**src/logic/icache_pkg.sv**
```systemverilog
// Instruction cache shared types
package icache_pkg;

    // Geometry
    localparam int ADDR_W      = 32;
    localparam int TAG_W       = 23;
    localparam int INDEX_W     = 6;
    localparam int NUM_SETS    = 64;
    localparam int LINE_W      = 64;
    localparam int INST_W      = 32;
    localparam int AGE_W       = 3;
    localparam int MEM_CREDITS = 2;  // Refill slots granted by memory after reset

    // One fetch word seen raw or split into cache fields
    typedef union packed {
        logic [ADDR_W-1:0] raw;
        struct packed {
            logic [TAG_W-1:0]   tag;
            logic [INDEX_W-1:0] index;
            logic               word_sel;  // Upper or lower half of the line
            logic [1:0]         byte_off;
        } fields;
    } fetch_addr_t;

    typedef struct packed {
        logic        valid;
        fetch_addr_t addr;
    } fetch_req_t;

    typedef struct packed {
        logic              valid;
        logic [INST_W-1:0] inst;
    } fetch_rsp_t;

    // Line aligned with the low three bits zero
    typedef struct packed {
        logic              valid;
        logic [ADDR_W-1:0] addr;
    } mem_req_t;

    typedef struct packed {
        logic              valid;
        logic [LINE_W-1:0] line;
    } mem_rsp_t;

    typedef struct packed {
        logic             valid;
        logic [TAG_W-1:0] tag;
    } tag_entry_t;

endpackage

```
**src/logic/icache_tag_ram.sv**
```systemverilog
// Tag store for one way
`timescale 1ns/1ps

module icache_tag_ram import icache_pkg::*; (
    input  logic               clk,
    input  logic               i_rst_n,
    input  logic [INDEX_W-1:0] i_index,
    input  logic               i_we,
    input  tag_entry_t         i_wdata,
    output tag_entry_t         o_rdata
);

    logic [TAG_W-1:0]    tag_mem [NUM_SETS];
    logic [NUM_SETS-1:0] valid_q;

    // Valid flags live in flops so reset empties the whole way
    always_ff @(posedge clk) begin
        if (!i_rst_n) begin
            valid_q <= '0;
        end else if (i_we) begin
            valid_q[i_index] <= i_wdata.valid;
        end
    end

    always_ff @(posedge clk) begin
        if (i_we) begin
            tag_mem[i_index] <= i_wdata.tag;
        end
        // Read returns the old entry when a write hits the same set
        o_rdata <= '{valid: valid_q[i_index], tag: tag_mem[i_index]};
    end

endmodule

```
**config.mk**
```make
export PLATFORM = sky130hd
export DESIGN_NAME = icache_tag_ram
export DESIGN_NICKNAME = d
export VERILOG_FILES = /design/src/logic/icache_pkg.sv /design/src/logic/icache_tag_ram.sv
export SDC_FILE = /design/constraint.sdc
export NUM_CORES = 1
export LEC_CHECK = 0
export BUFFER_PORTS_ARGS = -buffer_cell sky130_fd_sc_hd__buf_2
export CAP_MARGIN = 20
export CORE_MARGIN = 2
export CORE_UTILIZATION = 35
export DETAILED_ROUTE_END_ITERATION = 6
export PLACE_DENSITY_LB_ADDON = 0.08
export SLEW_MARGIN = 20
export SYNTH_ARGS = -nofsm -noshare
export SYNTH_HDL_FRONTEND = slang
export SYNTH_SLANG_ARGS = --single-unit
```
**constraint.sdc**
```tcl
create_clock -name clk -period 4.1 [get_ports clk]
set_clock_uncertainty 0.15 [all_clocks]
set_input_delay 0.205 -clock clk [delete_from_list [all_inputs] [get_ports clk]]
set_output_delay 0.205 -clock clk [all_outputs]
set_load 0.05 [all_outputs]
```
==> key figures <==
CTS
  • Worst skew pair latency: slightly above 0.8 ns
  • CTS buffer count: 170
  • CTS tree: built
  • CTS root buf: clkbuf_16
  • Maximum clock path buffer count: 3
  • # Post-CTS Setup Buffers: 0
  • Clock Sink Count: 1,560
  • Clock-pin transition on the worst setup and hold timing paths: around 0.060 ns
  • H-tree lvl count: 4

Route
  • DR vias/cell: between 5 and 6
  • ANT nets after route: 0
  • 1st-pass router iterations: 5
  • Final wirelength: 179,000 um
  • DR DRC count: 0
  • Drt first-iter violations: roughly 3k
  • Avg WL per Cell: 33.5 um
  • Via Count: 29.7k

Pwr
  • Cell area power density: 495 nW/um^2
  • Worst IR Drop VDD: 429 uV
  • Static Leak: 21.6 nW

Placed design
  • I/O Buffers: 56
  • Place WS: approximately 0.5 ns
  • DP HPWL: 104,000 um
  • RePlAce Congestion: 0.774

Setup path
  • Max incr delay on CP: about 0.65 ns
  • Worst-path cell chain: dlygate4sd3_1 -> buf_2 -> buf_4 -> nor4bb_4 -> buf_4 -> buf_4 -> a22oi_1 -> nand4_1 -> or3_1
  • Worst-path fanout max: 15
  • CP startpoint kind: primary input
  • Arrival @ worst endpoint: around 3.6 ns
  • CP max-delay cell: nor4bb_4
  • WS Path Type: primary input to register
  • CP most frequent cell: buf_4
  • Required @ worst endpoint: 4.69 ns
  • CP Capture Type: register

Timing
  • Final WS setup: 1.05 ns
  • Maximum clock frequency: around 330 MHz
  • Crit share post-route: 74.4%
  • RSZ-0062 raised after global routing: no
  • Worst-margin pin slew: 1.10 ns
  • Setup TNS: 0 ns
  • Worst slew margin: around a quarter
  • Final setup vio count: 0
  • Final slew viol count: 0
  • Final min period: 3.05 ns
  • WHS: 0.207 ns
  • Final Hold Vio Count: 0

Global routing
  • Initial antenna violation count: 14
  • Vias in the first global route: 30.7k
  • Largest net degree at the start of global routing: 76
  • M2 GR Usage: between 30% and 40%
  • GR met1 Demand/Resource: between 20% and 30%
  • GRT met3 Usage: around 3.0%
  • All-layer global routing usage: 20.7%
  • Global route hottest layer: met2
  • First-pass GRT wire length: 248,000 um
  • Overflow after GRT: 0

Synthesis
  • Sequential area share after synthesis: between 70% and 80%
  • Synth Instances: 2,718
  • Synth async-reset ratio: 0%
  • Post-synth top area share: 74.7%
  • Yosys top cell by area: edfxtp_1
  • Synth Register Bits: ~1.6k
  • Post-synth EDFFs: 1,472
  • Netlist Area Pre-Place: 59,200 sq um
  • Syn. warnings: 0
  • Ranking of synthesized cells by area: edfxtp_1 (75%), mux4_2 (15%), dfxtp_1 (3.0%), a22oi_1 (2.0%), a21boi_0 (0.76%)
  • Top_reg_cell synth: edfxtp_1
  • Post-Syn Nets: about 2.8k
  • Post-Syn Area per Cell: 21.8 sq um
  • Netlist cell types: 39

Floorplanning
  • Chip Height: 415 um
  • CORE AREA: 168,000 sq um
  • Horiz. Die Dim: slightly above 400 um
  • Die ar.: 172,000 sq um
  • Starting Density: about a third
  • Row Count: 150
  • I/O pin count: 57

Cells and area
  • Layout cells sized above 1: 30.3%
  • Syn-to-layout area delta: 17.2%
  • Layout net count: around 3.0k
  • Fillers: 14.6k

Run status
  • Status: complete, no violations

Min path
  • HP Class: primary input to register

Job
  • Maxcap violations: 0
[through the flow]
step                      instances  total power, W  cell area [sq um]  util, %
final                          5338          0.0343              69400     41.4
after global routing           5335          0.0354              69300     41.4
after CTS                      5332          0.0347              69300     41.4
after detailed placement       4991          0.0197              63600     37.9
after global placement         4991          0.0197              63600     37.9
after floorplan                2718          0.0188              59200        -
[power breakdown]
| group | total (W) | leakage, nW | switching, W | internal [W] |
|---|---|---|---|---|
| registers | 0.0176 | 14.0 | 0.0000851 | 0.0176 |
| logic | 0.00172 | 4.98 | 0.00113 | 0.000590 |
| clock network | 0.0150 | 2.67 | 0.00630 | 0.00865 |
| total | 0.0343 | 21.6 | 0.00752 | 0.0268 |
[final cells by class]
class / instances / area, sq um / area share, %
Antenna cell: 3 / 7.51 / 0.0108
Clock buffer: 242 / 4830 / 6.97
Clock inverter: 71 / 623 / 0.898
Multi-Input combinational cell: 980 / 12700 / 18.4
Sequential cell: 1560 / 46000 / 66.3
Tap cell: 2204 / 2760 / 3.98
Timing Repair Buffer: 278 / 2420 / 3.49
[sequential cells by signal, indices dropped and copies added, names as in the netlist]
| signal | count |
|---|---|
| valid_q | 64 |
| tag_mem | 1472 |
| o_rdata | 24 |
[metal layers]
layer  wire [um]  vias to the layer above
met5           0                        -
met3        9260                      199
met1       77200                    16500
met2       89200                      931
li1            -                    12100
met4        3380                        0
[cells in the mapped netlist, types with 4 or more instances]
master       n
nor4b_1      5
mux4_2     384
mux2i_1     28
buf_6        7
buf_1       13
o21ai_0     67
clkbuf_1   106
or3_1       22
dfxtp_1     88
nor2_1      86
buf_2       36
a21boi_0    60
buf_4       16
nand4_1     24
and3b_1      5
nand3b_1     5
edfxtp_1  1472
and4b_1      4
nand2_1     40
nand3_1     54
nor4bb_1     6
a22oi_1    156
a32oi_1      4
a21boi_1     4
[cells by family after synthesis]
logic type	share of synthesized area (%)
compound gates	3.54
mux	15.1
simple gates	2.33
buf+inv	1.40
flops	77.7
[placed cells by master (no fill, tap or decap), drive strengths merged, types with 4 or more instances in the layout]
master / netlist / routed
mux4: 384 / 384
a22oi: 156 / 156
nand4: 24 / 24
nor4b: 5 / 5
nor2: 86 / 86
o21ai: 67 / 67
nand2: 40 / 40
clkbuf: 106 / 242
nand3: 54 / 54
nor4bb: 6 / 6
mux2i: 28 / 28
dlygate4sd3: 0 / 31
inv: 0 / 8
and3b: 5 / 5
buf: 72 / 247
and4b: 4 / 4
nand3b: 5 / 5
or3: 22 / 22
clkinv: 0 / 55
edfxtp: 1472 / 1472
a21boi: 64 / 64
bufinv: 0 / 7
a32oi: 4 / 4
dfxtp: 88 / 88
[critical path, delay by kind of cell]
family	cells	cell delay [ns]
buf+inv	5	2.02
compound gates	1	0.14
simple gates	3	1.22
[path summary, 6_finish.rpt]
path                   start     endpoint  slack (ns)  cells after the start
max reg2reg  tag_mem[31][16]  o_rdata[16]        1.61                      4
min reg2reg       valid_q[3]   valid_q[3]        0.33                      2
max               i_index[4]  o_rdata[16]        1.05                      9
min               i_index[5]  valid_q[49]        0.21                      4
[what timing repair did]
action / CTS / global route
hold buffers: 28 / 3
resized for setup: 0 / 0
endpoints found under the hold margin: 938 / 192
(Power assumes the default switching activity.)
