--- config.mk ---
export PLATFORM = sky130hd
export DESIGN_NAME = icache_age_counters
export DESIGN_NICKNAME = d
export VERILOG_FILES = /design/src/logic/icache_pkg.sv /design/src/logic/icache_age_counters.sv
export SDC_FILE = /design/constraint.sdc
export NUM_CORES = 1
export LEC_CHECK = 0
export BUFFER_PORTS_ARGS = -buffer_cell sky130_fd_sc_hd__buf_2
export CORE_MARGIN = 5
export CORE_UTILIZATION = 60
export DETAILED_ROUTE_END_ITERATION = 6
export HOLD_SLACK_MARGIN = 0.03
export PLACE_DENSITY = 0.73
export SLEW_MARGIN = 25
export SYNTH_ARGS = -nofsm -noshare
export SYNTH_HDL_FRONTEND = slang
export SYNTH_SLANG_ARGS = --single-unit
--- constraint.sdc ---
create_clock -name clk -period 3.99 [get_ports clk]
set_clock_uncertainty 0.15 [all_clocks]
set_input_delay 0.1995 -clock clk [delete_from_list [all_inputs] [get_ports clk]]
set_output_delay 0.1995 -clock clk [all_outputs]
set_load 0.005 [all_outputs]
--- src/logic/icache_pkg.sv ---
// Instruction cache shared types
package icache_pkg;

    // Geometry
    localparam int ADDR_W      = 32;
    localparam int TAG_W       = 23;
    localparam int INDEX_W     = 6;
    localparam int NUM_SETS    = 64;
    localparam int LINE_W      = 64;
    localparam int INST_W      = 32;
    localparam int AGE_W       = 3;
    localparam int MEM_CREDITS = 2;  // Refill slots granted by memory after reset

    // One fetch word seen raw or split into cache fields
    typedef union packed {
        logic [ADDR_W-1:0] raw;
        struct packed {
            logic [TAG_W-1:0]   tag;
            logic [INDEX_W-1:0] index;
            logic               word_sel;  // Upper or lower half of the line
            logic [1:0]         byte_off;
        } fields;
    } fetch_addr_t;

    typedef struct packed {
        logic        valid;
        fetch_addr_t addr;
    } fetch_req_t;

    typedef struct packed {
        logic              valid;
        logic [INST_W-1:0] inst;
    } fetch_rsp_t;

    // Line aligned with the low three bits zero
    typedef struct packed {
        logic              valid;
        logic [ADDR_W-1:0] addr;
    } mem_req_t;

    typedef struct packed {
        logic              valid;
        logic [LINE_W-1:0] line;
    } mem_rsp_t;

    typedef struct packed {
        logic             valid;
        logic [TAG_W-1:0] tag;
    } tag_entry_t;

endpackage

--- src/logic/icache_age_counters.sv ---
// Per-set age tracking and victim choice
`timescale 1ns/1ps

module icache_age_counters import icache_pkg::*; (
    input  logic               clk,
    input  logic               i_rst_n,
    input  logic [INDEX_W-1:0] i_index,
    input  logic               i_tick,
    input  logic               i_touch_way0,
    input  logic               i_touch_way1,
    input  logic               i_way0_valid,
    input  logic               i_way1_valid,
    output logic               o_victim_way
);

    logic [AGE_W-1:0] age0_q [NUM_SETS];
    logic [AGE_W-1:0] age1_q [NUM_SETS];

    always_ff @(posedge clk) begin
        if (!i_rst_n) begin
            for (int s = 0; s < NUM_SETS; s++) begin
                age0_q[s] <= '0;
                age1_q[s] <= '0;
            end
        end else begin
            for (int s = 0; s < NUM_SETS; s++) begin
                // Touch wins over the tick for its own entry
                if (i_touch_way0 && (i_index == INDEX_W'(s))) begin
                    age0_q[s] <= '0;
                end else if (i_tick && (age0_q[s] != '1)) begin
                    age0_q[s] <= age0_q[s] + AGE_W'(1);
                end
                if (i_touch_way1 && (i_index == INDEX_W'(s))) begin
                    age1_q[s] <= '0;
                end else if (i_tick && (age1_q[s] != '1)) begin
                    age1_q[s] <= age1_q[s] + AGE_W'(1);
                end
            end
        end
    end

    // Empty ways first, then the older one, way 0 on a tie
    always_comb begin
        if (!i_way0_valid) begin
            o_victim_way = 1'b0;
        end else if (!i_way1_valid) begin
            o_victim_way = 1'b1;
        end else if (age1_q[i_index] > age0_q[i_index]) begin
            o_victim_way = 1'b1;
        end else begin
            o_victim_way = 1'b0;
        end
    end

endmodule

==> qor.yml, run 1 <==
drt_iter0_drc: 1390
initial_core_util_pct: 60.3
rsz0062_at_grt: "no"
outcome: "complete, no violations"
crit_family: "compound AO/OA/AOI/OAI gates"
netlist_area_um2: 23100
ys.flop_type: "edfxtp_1"
core_region_area_um2: 38400
met2_length_mm: 26.4
pwr-share-comb_pct: 11.9
p_int_uw: 7540
hold_buffers: 0
grt-ovfl-total: 0
num_vias: 15745
path_clk_slew_ns: 0.06
p_switching_uw: 2560
cts_tree: "yes"
fillers: 2826
top_level_ports: 14
crit_type: "reg -> out"
fin_crit_ns: 3.83
cp.required_ns: 3.64
antenna_found_initial: 2
worstPathArrival_ns: 3.48
cts_buffer_depth: 3
grt_use_total_pct: 25.9
drive_gt1_share_pct: 12.6
die_y_um: 206
period_share_pct: 96.0
yosys_warnings: 0
hold_depth: 2
clock_tree.root_cell: "clkbuf_16"
drv_slew: 0
grt_max_degree: 88
cp.buffers_inverters: 2
wl_met1_mm: 22.1
gp_congestion: 0.862
worstMarginPinSlew_ns: 1.03
maxCapViolations: 0
drtAntennaViolNets: 0
cts_htree_levels: 2
fmax_mhz: 261
cts_sinks: 384
crit_fanout: 2
cp.depth: 11
synth_seq_cells: 384
cts_setup_buffers: 0
synth_seq_area_share_pct: 49.8
top_layer_used: "met5"
timing.setup.tns_ns: 0
multi_input_area_um2: 11000
switching_share_pct: 25.3
synth_edf_count: 384
end_kind: "output pin"
postLayoutSetupSlackWorst_ns: 0.160
yosysMostFrequentCell: "edfxtp_1"
numPortBuffers: 13
antennaDiodeCount: 0
async_reset_ff_share_pct: 0
dr.pass1.iters: 6
synthCells: 1773
grt_first_pass_wirelength_mm: 85.7
cp_slowest_cell: "or4_1"
seq_power_share_pct: 50.8
die_w_um: 206
synth_area_leaders: "edfxtp_1 (50%), ha_1 (14%), mux4_2 (7.9%)"
worstSkewPairLatency_ns: 0.57
via_per_inst: 6.89
critPathMaxStageDelay_ns: 0.55
wl_per_cell_um: 23.9
ys_top_cells_by_count: "edfxtp_1 (384), ha_1 (259), and2_1 (257)"
timing.max_slew.rel_slack_pct: 31.0
synth_nets: 2045
wl_met3_mm: 4.38
grt_pass1_vias: 15674
placed_cells: 2204
synth_top_area_cell: "edfxtp_1"
seq_area_um2: 11500
syn_to_final_growth_pct: 8.04
preCtsSetupSlack_ns: 0.188
synth.avg_cell_area_um2: 13.1
die-area_um2: 42600
finalNonFillerCells: 2285
powerDensity_nw_per_um2: 404
crit_path_cell_trace: "mux4_2, a22oi_2, a21oi_1, or4_1, ha_1, nor2b_1, o21a_1, o21ai_1, buf_4, a21boi_0, buf_2"
hpwl_mm: 37.6
pwr-share-clk_pct: 37.3
synth.top_cell.area_share_pct: 49.8
leakage_uw: 0.00981
ys_types: 36
row_count: 72
hold_viol_final: 0
cts_buffers: 44
ff2ff_path_depth: 3
r2r_slack_ns: 2.24
totalWireLength_mm: 54.7
nets: 2005
hold_path.class: "in -> reg"
start_kind: "register"
vdd_drop_max_uv: 343
post-route-drc-count: 0
setup_violations: 0
-- registers in the layout, summed over array words and instances, names as in the netlist --
name / cells
age0_q: 192
age1_q: 192
-- per-stage QoR --
stage | total power (µW) | util [%] | hold slack [ns] | instance area, µm²
finish | 10100 | 65.2 | 0.0906 | 25000
global route | 10500 | 65.2 | 0.0865 | 25000
CTS | 10100 | 65.1 | 0.0600 | 25000
detailed placement | 6390 | 61.6 | 0.446 | 23700
global placement | 6320 | 61.6 | 0.436 | 23600
floorplan | 5950 | - | 0.325 | 23100
-- metal layers --
layer / up-vias / global-route usage, %
li1: 7118 / -
met1: 7813 / 35.2
met2: 689 / 42.8
met3: 121 / 3.58
met4: 4 / 9.65
met5: - / 0
-- worst paths after layout --
path	to	start
hold reg to reg	age0_q[41][0]	age0_q[41][0]
setup / recovery	o_victim_way	age1_q[23][1]
setup reg to reg	age0_q[25][2]	age0_q[25][0]
hold / removal	age0_q[42][0]	i_rst_n
-- power groups by stage --
stage          logic, µW  registers, µW  clock network (µW)
2_1_floorplan        882           5070                   0
6_report            1200           5130                3770
3_5_place_dp        1180           5210                   0
3_3_place_gp        1120           5200                   0
5_1_grt             1340           5160                3990
4_1_cts             1190           5130                3800
-- timing repair --
| action | 4_1_cts | 5_1_grt |
|---|---|---|
| setup endpoints to repair | 1 | 1 |
| pin swaps | 0 | 1 |
| gates resized for setup | 1 | 4 |
-- cells by family (layout without fill, tap and decap cells) --
| group | Yosys count | in the layout | share of synthesized area [%] |
|---|---|---|---|
| compound gates | 203 | 203 | 7.01 |
| fa+ha+maj | 259 | 259 | 14.0 |
| buf+inv | 150 | 144 | 2.97 |
| flops | 384 | 384 | 49.8 |
| mux | 96 | 96 | 9.59 |
| simple gates | 681 | 681 | 16.6 |
-- layout make-up --
class                           count  area share (%)
Sequential cell                   384            46.1
Multi-Input combinational cell   1239            43.9
Clock buffer                       52            4.61
Tap cell                          518            2.59
Timing Repair Buffer               63            2.14
Clock inverter                     28           0.636
Inverter                            1          0.0350
-- worst reg2reg max path: cells and delay by family, from the launching register on --
kind | cells | cell delay [ns]
compound gates | 1 | 0.34
flops | 1 | 0.46
fa+ha+maj | 2 | 0.45
-- cell usage in the layout, fill, tap and decap left out, types with 2 or more instances in the layout --
master	count
a21oi_1	24
a22oi_1	44
a22oi_2	4
and2_1	257
buf_12	6
buf_2	10
buf_4	45
clkbuf_1	7
clkbuf_16	45
clkinv_1	13
clkinv_2	11
edfxtp_1	384
ha_1	259
inv_6	3
mux4_1	15
mux4_2	81
nand2b_1	2
nand3_1	3
nand3b_1	4
nand4b_1	4
nand4bb_2	2
nor2_1	128
nor2b_2	2
nor3_1	128
nor4_1	130
o221ai_1	128
or3b_2	2
or4_1	4
or4b_2	4
or4bb_1	3
Note: power is estimated with default switching activity, not from simulation.
==> inputs of run 2 (changes only) <==
--- a/config.mk
+++ b/config.mk
@@ -5,12 +5,15 @@
 export SDC_FILE = /design/constraint.sdc
 export NUM_CORES = 1
 export LEC_CHECK = 0
+export ABC_AREA = 1
 export BUFFER_PORTS_ARGS = -buffer_cell sky130_fd_sc_hd__buf_2
 export CORE_MARGIN = 5
 export CORE_UTILIZATION = 60
+export CTS_CLUSTER_SIZE = 12
 export DETAILED_ROUTE_END_ITERATION = 6
 export HOLD_SLACK_MARGIN = 0.03
 export PLACE_DENSITY = 0.73
+export SKIP_LAST_GASP = 1
 export SLEW_MARGIN = 25
 export SYNTH_ARGS = -nofsm -noshare
 export SYNTH_HDL_FRONTEND = slang
==> run 2 against run 1 <==
  * Worst setup slack better by 0.41 ns
  * Largest cell class unchanged
  * Global-route usage increased by 0.36 points
  * Critical endpoint unchanged
  * Synthesized area increased by 5.3%
  * Cell count rose by 53%
  * Largest power group unchanged
  * Highest routed layer is now met4
  * Synthesized cell count grew 68%
  * Hold slack better by 0.14 ns
==> qor.yml, run 2 <==
synth.top_cell.area_share_pct: 47.3  # -2.5 points
finalNonFillerCells: 3499  # +53%
grt-ovfl-total: 0  # unchanged
crit_path_cell_trace: "nand2_1, nand2_1, nand2_1, nand2_1, nand2_1, nand2_1, nor2_1, nor2_1, nor2_1, nand2_1, ha_1, nand2_1, o21ai_0, nand2_1, a21boi_0, buf_2"
synth_nets: 3257  # +59%
async_reset_ff_share_pct: 0  # unchanged
synth_area_leaders: "edfxtp_1 (47%), nand2_1 (15%), ha_1 (13%)"
startpoint: "age1_q[33][1]"
fmax_mhz: 292  # +12%
post-route-drc-count: 0  # unchanged
worstPathArrival_ns: 3.07  # -0.41 ns
hold_viol_final: 0  # unchanged
drv_slew: 0  # unchanged
ys_types: 23  # -36%
leakage_uw: 0.0130  # +33%
hold_path.class: "in -> reg"
r2r_slack_ns: 2.21  # -0.03 ns
netlist_area_um2: 24400  # +5.3%
grt_use_total_pct: 26.2  # +0.36 points
grt_first_pass_wirelength_mm: 95.0  # +11%
top_regs: "age0_q x192, age1_q x192"
drtAntennaViolNets: 0  # unchanged
vdd_drop_max_uv: 316  # -7.9%
synthCells: 2985  # +68%
cts_htree_levels: 2  # unchanged
wl_per_cell_um: 16.7  # -30%
final_cell_mix: "nand2_1 (959), nor2_1 (545), nand3_1 (384), edfxtp_1 (384)"
numPortBuffers: 13  # unchanged
cts_sinks: 384  # unchanged
cp.buffers_inverters: 1  # -1
row_count: 73  # +1.4%
start_kind: "register"
die-area_um2: 44800  # +5.0%
clock_tree.root_cell: "clkbuf_16"
stdcell_area_um2: 26100  # +4.4%
cts_resized: 0  # -1
totalWireLength_mm: 58.5  # +6.8%
cts_tree: "yes"
final_common_cell: "nand2_1"
preCtsSetupSlack_ns: 0.806  # +0.618 ns
hpwl_mm: 38.6  # +2.7%
synth_edf_count: 384  # unchanged
worstSkewPairLatency_ns: 0.57  # about the same
crit_family: "simple AND/OR/NAND/NOR gates"
period_share_pct: 85.8  # -10 points
cp.required_ns: 3.64  # about the same
syn_to_final_growth_pct: 7.11
cts_setup_buffers: 0  # unchanged
placed_cells: 3419  # +55%
outcome: "complete, no violations"
drt_iter0_drc: 1670  # +20%
nets: 3213  # +60%
synth_seq_cells: 384  # unchanged
grt_max_degree: 132  # +50%
num_vias: 19487  # +24%
grt_pass1_vias: 19100  # +22%
crit_type: "reg -> out"
crit_top_cell: "nand2_1"
fin_crit_ns: 3.42  # -0.406 ns
maxCapViolations: 0  # unchanged
die_y_um: 212  # +2.5%
antenna_found_initial: 1  # -1
top_level_ports: 14  # unchanged
reg2reg_from: "age1_q[28][0]"
via_per_inst: 5.57  # -19%
cp_slowest_cell: "edfxtp_1"
cts_buffer_depth: 3  # unchanged
initial_core_util_pct: 60.9  # +0.62 points
core_region_area_um2: 40000  # +4.2%
setup_violations: 0  # unchanged
crit_end: "o_victim_way"
powerDensity_nw_per_um2: 396  # -2.0%
dr.pass1.iters: 5  # -1
ys_top_cells_by_count: "nand2_1 (960), nor2_1 (546), edfxtp_1 (384), nand3_1 (384)"
synth.avg_cell_area_um2: 8.16  # -37%
reg2reg_to: "age1_q[28][0]"
timing.max_slew.rel_slack_pct: 37.8  # +6.8 points
synth_top_area_cell: "edfxtp_1"
drive_gt1_share_pct: 4.41  # -8.2 points
cts_buffers: 44  # unchanged
place_area_um2: 24800  # +4.9%
ff2ff_path_depth: 5  # +2
ys.flop_type: "edfxtp_1"
end_kind: "output pin"
cp.depth: 16  # +5
critPathMaxStageDelay_ns: 0.40  # -0.15 ns
timing.setup.tns_ns: 0  # unchanged
finish.utilization_pct: 65.2  # +0.096 points
die_w_um: 212  # +2.5%
yosysMostFrequentCell: "nand2_1"
path_clk_slew_ns: 0.06  # about the same
rsz0062_at_grt: "no"
worstMarginPinSlew_ns: 0.932  # -0.102 ns
gp_congestion: 0.843  # -2.2%
crit_fanout: 2  # unchanged
synth_seq_area_share_pct: 47.3  # -2.5 points
hold_buffers: 1  # +1
yosys_warnings: 0  # unchanged
postLayoutSetupSlackWorst_ns: 0.566  # +0.406 ns
==> run 2: worst min-delay path by stage <==
| stage | start | endpoint | slack [ns] | cells past startpoint |
|---|---|---|---|---|
| floorplan | i_way1_valid | o_victim_way | 0.33 | 1 |
| global placement | age1_q[38][0] | age1_q[38][0] | 0.43 | 1 |
| detailed placement | age1_q[22][0] | age1_q[22][0] | 0.43 | 1 |
| CTS | i_index[4] | age0_q[1][1] | 0.19 | 5 |
| global route | i_touch_way0 | age0_q[30][2] | 0.27 | 4 |
| finish | i_index[4] | age0_q[1][1] | 0.23 | 5 |
==> run 2: metal layers <==
layer | GRT usage, % | up-vias | share of wire, %
li1 | - | 9647 | -
met1 | 34.8 | 9045 | 42
met2 | 44.8 | 687 | 47
met3 | 3.41 | 108 | 7.8
met4 | 8.84 | 0 | 3.3
met5 | 0 | - | 0
==> run 2: through the flow <==
| step | hold WS (ns) | total power (µW) |
|---|---|---|
| after floorplan | 0.327 | 6240 |
| after global placement | 0.428 | 6610 |
| after detailed placement | 0.432 | 6680 |
| after CTS | 0.188 | 10400 |
| after global routing | 0.273 | 10800 |
| final | 0.231 | 10300 |
==> run 2: area by class of cell <==
class | instances | area, µm²
fill | 3332 | 13900
timing repair buffer | 44 | 390
tap | 525 | 657
multi-input combinational | 2198 | 11200
inverter | 269 | 1020
antenna | 1 | 2.50
clock buffer | 55 | 1160
sequential | 384 | 11500
clock inverter | 23 | 121
==> run 2: worst register-to-register path, cell delays in order, from the launching register on <==
cell and delay, ns:
edfxtp_1 0.44, ha_1 0.23, ha_1 0.18, nor2_1 0.12, nand3_1 0.16, nand3_1 0.20
==> run 2: report_power, final <==
part	total, µW	internal [µW]	switching, µW
Combinational	1510	496	1010
Sequential	5110	4870	241
Clock	3720	2110	1600
Total	10300	7480	2860
==> run 2: kinds of logic (layout without fill, tap and decap cells) <==
logic type	count (synthesis)	after routing	share of synthesized area, %
other cells	0	1	0
buf+inv	403	391	6.67
flops	384	384	47.3
compound gates	15	15	0.318
fa+ha+maj	259	259	13.3
simple gates	1924	1924	32.4
