**src/logic/icache_pkg.sv**
```systemverilog
// Instruction cache shared types
package icache_pkg;

    // Geometry
    localparam int ADDR_W      = 32;
    localparam int TAG_W       = 23;
    localparam int INDEX_W     = 6;
    localparam int NUM_SETS    = 64;
    localparam int LINE_W      = 64;
    localparam int INST_W      = 32;
    localparam int AGE_W       = 3;
    localparam int MEM_CREDITS = 2;  // Refill slots granted by memory after reset

    // One fetch word seen raw or split into cache fields
    typedef union packed {
        logic [ADDR_W-1:0] raw;
        struct packed {
            logic [TAG_W-1:0]   tag;
            logic [INDEX_W-1:0] index;
            logic               word_sel;  // Upper or lower half of the line
            logic [1:0]         byte_off;
        } fields;
    } fetch_addr_t;

    typedef struct packed {
        logic        valid;
        fetch_addr_t addr;
    } fetch_req_t;

    typedef struct packed {
        logic              valid;
        logic [INST_W-1:0] inst;
    } fetch_rsp_t;

    // Line aligned with the low three bits zero
    typedef struct packed {
        logic              valid;
        logic [ADDR_W-1:0] addr;
    } mem_req_t;

    typedef struct packed {
        logic              valid;
        logic [LINE_W-1:0] line;
    } mem_rsp_t;

    typedef struct packed {
        logic             valid;
        logic [TAG_W-1:0] tag;
    } tag_entry_t;

endpackage

```
**src/logic/icache_ctrl_fsm.sv**
```systemverilog
// Lookup and refill control
`timescale 1ns/1ps

module icache_ctrl_fsm import icache_pkg::*; (
    input  logic               clk,
    input  logic               i_rst_n,
    input  fetch_req_t         i_fetch_req,
    output fetch_rsp_t         o_fetch_rsp,
    output logic               o_fetch_credit,
    output mem_req_t           o_mem_req,
    input  logic               i_mem_credit,
    input  mem_rsp_t           i_mem_rsp,
    output logic [INDEX_W-1:0] o_index,
    input  tag_entry_t         i_tag0,
    input  tag_entry_t         i_tag1,
    input  logic [LINE_W-1:0]  i_line0,
    input  logic [LINE_W-1:0]  i_line1,
    output logic               o_tag_we0,
    output logic               o_tag_we1,
    output tag_entry_t         o_wtag,
    output logic               o_data_we0,
    output logic               o_data_we1,
    output logic [LINE_W-1:0]  o_wline,
    output logic               o_tick,
    output logic               o_touch0,
    output logic               o_touch1,
    input  logic               i_victim_way
);

    typedef enum logic [2:0] {
        IDLE,
        READ,
        COMPARE,
        MISS,
        WAIT_LINE,
        FILL
    } state_e;

    typedef logic [$clog2(MEM_CREDITS+1)-1:0] credit_t;

    state_e            state_q;
    state_e            state_d;
    fetch_addr_t       req_addr_q;
    logic [LINE_W-1:0] line_q;
    credit_t           mem_credit_q;
    logic [1:0]        rst_seen_q;  // Marks the first cycle out of reset
    logic              accept;
    logic              hit0;
    logic              hit1;
    logic              hit;
    logic              issue;
    logic              fill;
    logic [LINE_W-1:0] hit_line;

    assign accept = (state_q == IDLE) && i_fetch_req.valid;
    assign hit0   = (state_q == COMPARE) && i_tag0.valid
                    && (i_tag0.tag == req_addr_q.fields.tag);
    assign hit1   = (state_q == COMPARE) && i_tag1.valid
                    && (i_tag1.tag == req_addr_q.fields.tag);
    assign hit    = hit0 || hit1;
    assign issue  = (state_q == MISS) && (mem_credit_q != '0);  // Stall here without credit
    assign fill   = (state_q == FILL);

    always_comb begin
        state_d = state_q;
        case (state_q)
            IDLE: begin
                if (i_fetch_req.valid) begin
                    state_d = READ;
                end
            end
            READ: begin
                state_d = COMPARE;
            end
            COMPARE: begin
                state_d = hit ? IDLE : MISS;
            end
            MISS: begin
                if (issue) begin
                    state_d = WAIT_LINE;
                end
            end
            WAIT_LINE: begin
                if (i_mem_rsp.valid) begin
                    state_d = FILL;
                end
            end
            FILL: begin
                state_d = READ;  // Repeat the lookup which now hits
            end
            default: begin
                state_d = IDLE;
            end
        endcase
    end

    always_ff @(posedge clk) begin
        if (!i_rst_n) begin
            state_q      <= IDLE;
            mem_credit_q <= credit_t'(MEM_CREDITS);
            rst_seen_q   <= '0;
        end else begin
            state_q    <= state_d;
            rst_seen_q <= {rst_seen_q[0], 1'b1};
            case ({i_mem_credit, issue})
                2'b10:   mem_credit_q <= mem_credit_q + credit_t'(1);
                2'b01:   mem_credit_q <= mem_credit_q - credit_t'(1);
                default: mem_credit_q <= mem_credit_q;
            endcase
        end
    end

    always_ff @(posedge clk) begin
        if (accept) begin
            req_addr_q <= i_fetch_req.addr;
        end
        if ((state_q == WAIT_LINE) && i_mem_rsp.valid) begin
            line_q <= i_mem_rsp.line;
        end
    end

    assign hit_line         = hit0 ? i_line0 : i_line1;
    assign o_fetch_rsp.valid = hit;
    assign o_fetch_rsp.inst  = req_addr_q.fields.word_sel ? hit_line[LINE_W-1:INST_W]
                                                          : hit_line[INST_W-1:0];
    assign o_fetch_credit   = hit || (rst_seen_q == 2'b01);

    // Clear the byte offset within the line
    assign o_mem_req.valid = issue;
    assign o_mem_req.addr  = req_addr_q.raw & ~ADDR_W'(LINE_W / 8 - 1);

    assign o_index    = req_addr_q.fields.index;
    assign o_tag_we0  = fill && !i_victim_way;
    assign o_tag_we1  = fill && i_victim_way;
    assign o_data_we0 = fill && !i_victim_way;
    assign o_data_we1 = fill && i_victim_way;
    assign o_wtag     = '{valid: 1'b1, tag: req_addr_q.fields.tag};
    assign o_wline    = line_q;

    // Ages move on every accepted fetch and a hit or fill clears its way
    assign o_tick   = accept;
    assign o_touch0 = hit0 || o_tag_we0;
    assign o_touch1 = hit1 || o_tag_we1;

endmodule

```
**config.mk**
```make
export PLATFORM = sky130hd
export DESIGN_NAME = icache_ctrl_fsm
export DESIGN_NICKNAME = d
export VERILOG_FILES = /design/src/logic/icache_pkg.sv /design/src/logic/icache_ctrl_fsm.sv
export SDC_FILE = /design/constraint.sdc
export NUM_CORES = 1
export LEC_CHECK = 0
export BUFFER_PORTS_ARGS = -buffer_cell sky130_fd_sc_hd__buf_2
export CAP_MARGIN = 10
export CORE_AREA = 2 2 173 175
export CTS_CLUSTER_SIZE = 16
export DETAILED_ROUTE_END_ITERATION = 10
export DIE_AREA = 0 0 175 177
export PLACE_DENSITY = 0.4
export SYNTH_ARGS = -nofsm -noshare
export SYNTH_HDL_FRONTEND = slang
export SYNTH_SLANG_ARGS = --single-unit
export TNS_END_PERCENT = 30
```
**constraint.sdc**
```tcl
create_clock -name clk -period 7.3 [get_ports clk]
set_clock_uncertainty 0.15 [all_clocks]
set_input_delay 0.365 -clock clk [delete_from_list [all_inputs] [get_ports clk]]
set_output_delay 0.365 -clock clk [all_outputs]
set_load 0.02 [all_outputs]
```
==> metrics.txt, run 1 <==
status finished, final reports clean; Tmin final 3.93 ns; clk slew on worst S/H paths 0.09 ns; top post-synthesis cells by area edfxtp_1 56%, mux4_2 14%, buf_4 9.8%; # diodes 0; Post-DP Area 0.00722 mm2; IO Pins 446; clock net sink count 101; GRT Total Usage 0.115; CTS tree built; Synth-to-Final Area Change 49.0%; hold_buf cts 0; die area 0.0310 mm2; CTS root buf clkbuf_16; placed wire-length estimate 15.9 mm; Startpoint Class flip-flop; setup tns final 0 ns; core area 0.0292 mm2; first-pass GRT wire length 25.9 mm; WL/cell 17.2 um; antenna-violating nets left 0; TritonRoute pass-1 iters 4; fin. max-slew vios 0; post-route cell area 0.00752 mm2; Die W 175 um; Mapped Area 0.00504 mm2; vias 4,015; Pleak 3.35 nW; Worst EP arrival 3.42 ns; largest net degree at the start of global routing 65; Post-Route WL 18.9 mm; initial core utilization 0.173; crit share post-route 0.539; share of cells above drive strength 1 0.707; number of synthesized flops with an enable pin 94; final setup vio count 0; Max Cap Violations 0; H-tree Lvls 3; Design Power 1.50 mW; Cell variety after synth 34; Inserted Clock Buffers 9; Max transition margin 0.416; Seq cells post-synth 101; CP Class reg -> out; postcts setup bufs 0; DRC viols 0; Post-synth ARST share 0; CP Capture Type output pin; clk_lat worst skew 0.35 ns; Post-Synthesis Cells 319; worst hold margin 0.0262 ns; gr ovfl total 0; Avg Inst Size Synth 15.8 um2; top-count cell post-synth edfxtp_1; I/O Buffers 439; VDD IR max 0.119 mV; top cells by count, synth 94 x edfxtp_1, 66 x buf_4, 32 x mux4_2; CTS resizes 0; Synth Flop Type edfxtp_1; top-area cell type share of the netlist area 0.560; RSZ-0062 raised after global routing no; CP max FO 33; clock buffer depth 2; vias in the first global route 4,081; FP Rows 63; Achievable Freq 254 MHz; sequential area share after synthesis 0.587; DR vias/cell 3.67; Synth area leader edfxtp_1; PwrDens 200 mW/mm2; initial antenna violation count 5; die span in y 177 um; warnings from Yosys 0; final-report hold violation count 0; nets 978; Worst EP required 6.78 ns; HP Class in -> reg; RePlAce Congestion 0.692; Least-Margin Pin Slew 0.874 ns; violation count after the first detailed-route iteration 121
==> registers in the layout, indices dropped and copies added (netlist names) <==
name          flops
mem_credit_q      2
o_wline          64
req_addr_q       30
rst_seen_q        2
state_q           3
==> placed cells by master, fill, tap and decap left out, types with 4 or more instances in the layout <==
cell type  netlist  routed
buf_2            2     439
edfxtp_1        94      94
mux4_2          32      32
xnor2_1         30      30
xor2_1          18      18
nand2_1         11      11
clkbuf_16        0       9
nand4_1          7       7
dfxtp_1          7       7
nor2_1           5       5
conb_1           2       4
==> report_power, final <==
group          internal (mW)  switching (mW)
registers              0.664          0.0350
logic                  0.142           0.164
clock network          0.244           0.255
==> layer usage <==
layer  up-vias  track usage  part of all wire
met5         -            0            0.0025
met4         6       0.0271            0.0087
met3        17       0.0505              0.11
met2       271        0.204              0.51
met1      1837        0.126              0.37
li1       1884            -                 -
==> per-stage QoR <==
step	setup slack [ns]	instances	utilization
after CTS	3.20	1094	0.257
after global placement	3.58	1078	0.247
final	3.37	1094	0.257
after detailed placement	3.61	1078	0.247
after global routing	3.05	1094	0.257
after floorplan	1.60	321	-
==> kinds of logic after synthesis <==
kind of cell / share of synthesized area
DFF: 0.587
buffers and inverters: 0.112
xor gates and xnor gates: 0.0833
and+or+nand+nor: 0.0580
muxes: 0.145
AOI/OAI and AO/OA: 0.0102
other: 0.00149
adders and majority gates: 0.00248
==> path summary, 6_finish.rpt <==
check / startpoint / endpoint / slack, ns / cells past startpoint
setup reg to reg: req_addr_q[16] / state_q[1] / 4.84 / 6
hold / removal: i_mem_rsp[52] / o_wline[52] / 0.03 / 1
hold reg to reg: rst_seen_q[0] / rst_seen_q[1] / 0.31 / 1
setup / recovery: req_addr_q[22] / o_fetch_rsp[27] / 3.37 / 6
==> cell type report <==
cell class	count	area (um2)
Fill cell	3120	21700
Inverter	3	11.3
Sequential cell	101	2960
Multi-Input combinational cell	142	1530
Clock buffer	9	225
Tap cell	390	488
Clock inverter	7	75.1
Timing Repair Buffer	442	2220
==> worst max-delay path, stage by stage, from the launching register on <==
cell      delay, ns
edfxtp_1       0.54
xor2_1         0.21
nor4_2         0.36
and3_1         0.26
nand4_4        0.66
mux4_2         0.80
buf_2          0.19
Note: power is estimated with default switching activity, not from simulation.
==> run 2, diff against run 1 <==
--- a/config.mk
+++ b/config.mk
@@ -5,13 +5,14 @@
 export SDC_FILE = /design/constraint.sdc
 export NUM_CORES = 1
 export LEC_CHECK = 0
+export ABC_AREA = 1
 export BUFFER_PORTS_ARGS = -buffer_cell sky130_fd_sc_hd__buf_2
 export CAP_MARGIN = 10
 export CORE_AREA = 2 2 173 175
 export CTS_CLUSTER_SIZE = 16
 export DETAILED_ROUTE_END_ITERATION = 10
 export DIE_AREA = 0 0 175 177
-export PLACE_DENSITY = 0.4
+export PLACE_DENSITY = 0.45
 export SYNTH_ARGS = -nofsm -noshare
 export SYNTH_HDL_FRONTEND = slang
 export SYNTH_SLANG_ARGS = --single-unit
==> constraint.sdc (replaced) <==
create_clock -name clk -period 3.3 [get_ports clk]
set_clock_uncertainty 0.15 [all_clocks]
set_input_delay 0.165 -clock clk [delete_from_list [all_inputs] [get_ports clk]]
set_output_delay 0.165 -clock clk [all_outputs]
set_load 0.02 [all_outputs]
==> run 2 against run 1 <==
Against the previous run: critical path depth grew 5; critical path type unchanged; worst hold slack gained 0.040 ns; first-iteration DRC count grew 69%; non-clock buffer count grew 100; sequential power grew to 2.7 times the previous value; cell count grew 40%; synthesized cell count grew 110%; combinational power grew to 6.6 times the previous value; utilization grew 6.2 points; sequential share of layout area shrank 7.6 points.
==> metrics.txt, run 2 <==
CP Capture Type output pin; HP Class in -> reg; Min-Delay Endpoint mem_credit_q[0]; reg2reg start req_addr_q[25]; Design Power 5.00 mW (+230%); clk_lat worst skew 0.36 ns (about the same); gr ovfl total 0 (unchanged); CP startpoint req_addr_q[23]; RePlAce Congestion 0.842 (+22%); TritonRoute pass-1 iters 5 (+1); Die W 175 um (unchanged); max reg flops 64 (unchanged); Startpoint Class flip-flop; CP cell instances nand2_1 -> nand2_1 -> nor2_1 -> nand2_1 -> nor2_4 -> nand3_4 -> buf_12 -> a21oi_1 -> o21ai_0 -> o21ai_0 -> buf_2; RSZ-0062 raised after global routing no; setup tns final 0 ns (unchanged); commonest non-fill, non-tap cell in the layout buf_2; Post-Synthesis Cells 676 (+110%); initial antenna violation count 7 (+2); final setup vio count 0 (unchanged); initial core utilization 0.201 (+0.0280); vias in the first global route 6,313 (+55%); hold_buf cts 95 (+95); Max transition margin 0.346 (-0.0700); internal reg-to-reg setup slack 1.04 ns (-3.80 ns); Cell variety after synth 33 (-2.9%); VDD IR max 0.340 mV (+190%); DRC viols 0 (unchanged); fin. max-slew vios 0 (unchanged); Least-Margin Pin Slew 0.981 ns (+0.107 ns); top cells by count, synth 107 x nand2_1, 94 x edfxtp_1, 94 x inv_1; FP Rows 63 (unchanged); Achievable Freq 344 MHz; Synth Flop Type edfxtp_1; clk slew on worst S/H paths 0.08 ns (about the same); GRT Total Usage 0.150 (+0.0351); CTS resizes 0 (unchanged); status finished, final reports clean; top post-synthesis cells by area edfxtp_1 48%, buf_4 8.4%, nand2_1 6.8%; Worst EP required 2.98 ns (-3.80 ns); PwrDens 537 mW/mm2 (+170%); die span in y 177 um (unchanged); R2R Path End state_q[0]; CP Class reg -> out; I/O Buffers 439 (unchanged); crit path buf inv count 2 (+1); switching power 2.01 mW (+340%); top-count cell post-synth nand2_1; clock net sink count 101 (unchanged); IO Pins 446 (unchanged); postcts setup bufs 0 (unchanged); multi-input logic area 0.00195 mm2 (+27%); sequential area share after synthesis 0.505 (-0.0821); startpoint of the worst hold path i_mem_credit; Pleak 4.51 nW (+35%); Synth area leader edfxtp_1; Inserted Clock Buffers 9 (unchanged); Post-Route WL 24.3 mm (+29%); warnings from Yosys 0 (unchanged); crit share post-route 0.880; most frequent cells in the layout 439 x buf_2, 107 x nand2_1, 95 x dlygate4sd3_1; DR vias/cell 4.14 (+13%); clock buffer depth 2 (unchanged); sequential share of power 0.375 (-0.090); fill count 3,131 (+0.35%); combinational fraction of design power 0.403 (+0.200); register area 0.00296 mm2 (unchanged); Crit path max-delay family simple AND/OR/NAND/NOR gates; Seq cells post-synth 101 (unchanged); CTS root buf clkbuf_16; antenna-violating nets left 0 (unchanged); CTS tree built; H-tree Lvls 3 (unchanged); first-pass GRT wire length 34.9 mm (+35%); Avg Inst Size Synth 8.68 um2 (-45%); Mapped Area 0.00586 mm2 (+16%); placed wire-length estimate 19.7 mm (+24%); violation count after the first detailed-route iteration 205 (+69%); Synth-to-Final Area Change 58.9%; vias 6,361 (+58%); clock share of power 0.222 (-0.110); Post-synth ARST share 0 (unchanged); WHS Path Cells 4 (+3); internal power 2.99 mW (+180%); share of cells above drive strength 1 0.416 (-0.292); nets 1,419 (+45%); WL/cell 15.8 um (-8.1%); Worst EP arrival 2.59 ns (-0.83 ns); Tmin final 2.90 ns; R2R cell count 10 (+4); Max Cap Violations 0 (unchanged); most frequent CP cell nand2_1; final-report hold violation count 0 (unchanged); CP max-delay cell edfxtp_1; largest net degree at the start of global routing 83 (+28%); number of synthesized flops with an enable pin 94 (unchanged); Crit path largest cell delay 0.50 ns (-0.30 ns); top-area cell type share of the netlist area 0.481 (-0.0782); die area 0.0310 mm2 (unchanged); CP max FO 82 (+150%); sw frac 0.402 (+0.101); core area 0.0292 mm2 (unchanged)
## run 2: cell families (layout without fill, tap and decap cells)
kind of cell               Yosys count  in the layout  synth area share
adders and majority gates            1              1           0.00213
DFF                                101            101             0.505
buffers and inverters              190            657             0.168
xor gates and xnor gates            12             12            0.0179
AOI/OAI and AO/OA                  182            182             0.165
and+or+nand+nor                    188            188             0.140
other                                2              6           0.00128
## run 2: through the flow
stage | utilization | setup slack, ns | area [um2] | cells | hold slack, ns
floorplan | - | 0.149 | 5890 | 678 | 0.0427
global placement | 0.275 | 0.782 | 8050 | 1424 | 0.191
detailed placement | 0.275 | 0.764 | 8050 | 1424 | 0.193
CTS | 0.318 | 0.355 | 9310 | 1535 | 0.0475
global route | 0.318 | 0.127 | 9310 | 1536 | 0.0745
finish | 0.319 | 0.395 | 9320 | 1537 | 0.0659
## run 2: how the worst max path moves through the flow
stage,end,slack (ns),cells after the start
after floorplan,o_wline[0],0.15,2
after global placement,o_fetch_rsp[1],0.78,10
after detailed placement,o_fetch_rsp[1],0.76,10
after CTS,o_fetch_rsp[1],0.35,10
after global routing,o_fetch_rsp[27],0.13,11
final,o_fetch_rsp[25],0.40,11
## run 2: power by group through the flow
stage | clock, mW | sequential, mW | combinational [mW]
global route | 1.19 | 1.91 | 2.21
finish | 1.11 | 1.88 | 2.01
global placement | 0 | 1.91 | 1.95
CTS | 1.16 | 1.89 | 2.04
detailed placement | 0 | 1.91 | 1.95
floorplan | 0 | 1.97 | 1.29
## run 2: layout make-up
type,instances,share of cell area
clock buffers,9,0.0242
repair buffers,542,0.347
clock inverters,7,0.00886
multi-input cells,387,0.209
inverters,99,0.0399
flip-flops and latches,101,0.318
diodes,2,0.000537
well taps,390,0.0524
## run 2: worst min-delay path: stages
cell and delay (ns):
buf_2 0.09, inv_1 0.04, ha_1 0.16, a21oi_1 0.07
## run 2: routing by layer
| layer | global-route usage | share of wire | vias to the layer above |
|---|---|---|---|
| met2 | 0.275 | 0.50 | 327 |
| li1 | - | - | 3157 |
| met5 | 0 | 0.0020 | - |
| met3 | 0.0537 | 0.097 | 31 |
| met1 | 0.160 | 0.38 | 2838 |
| met4 | 0.0479 | 0.021 | 8 |
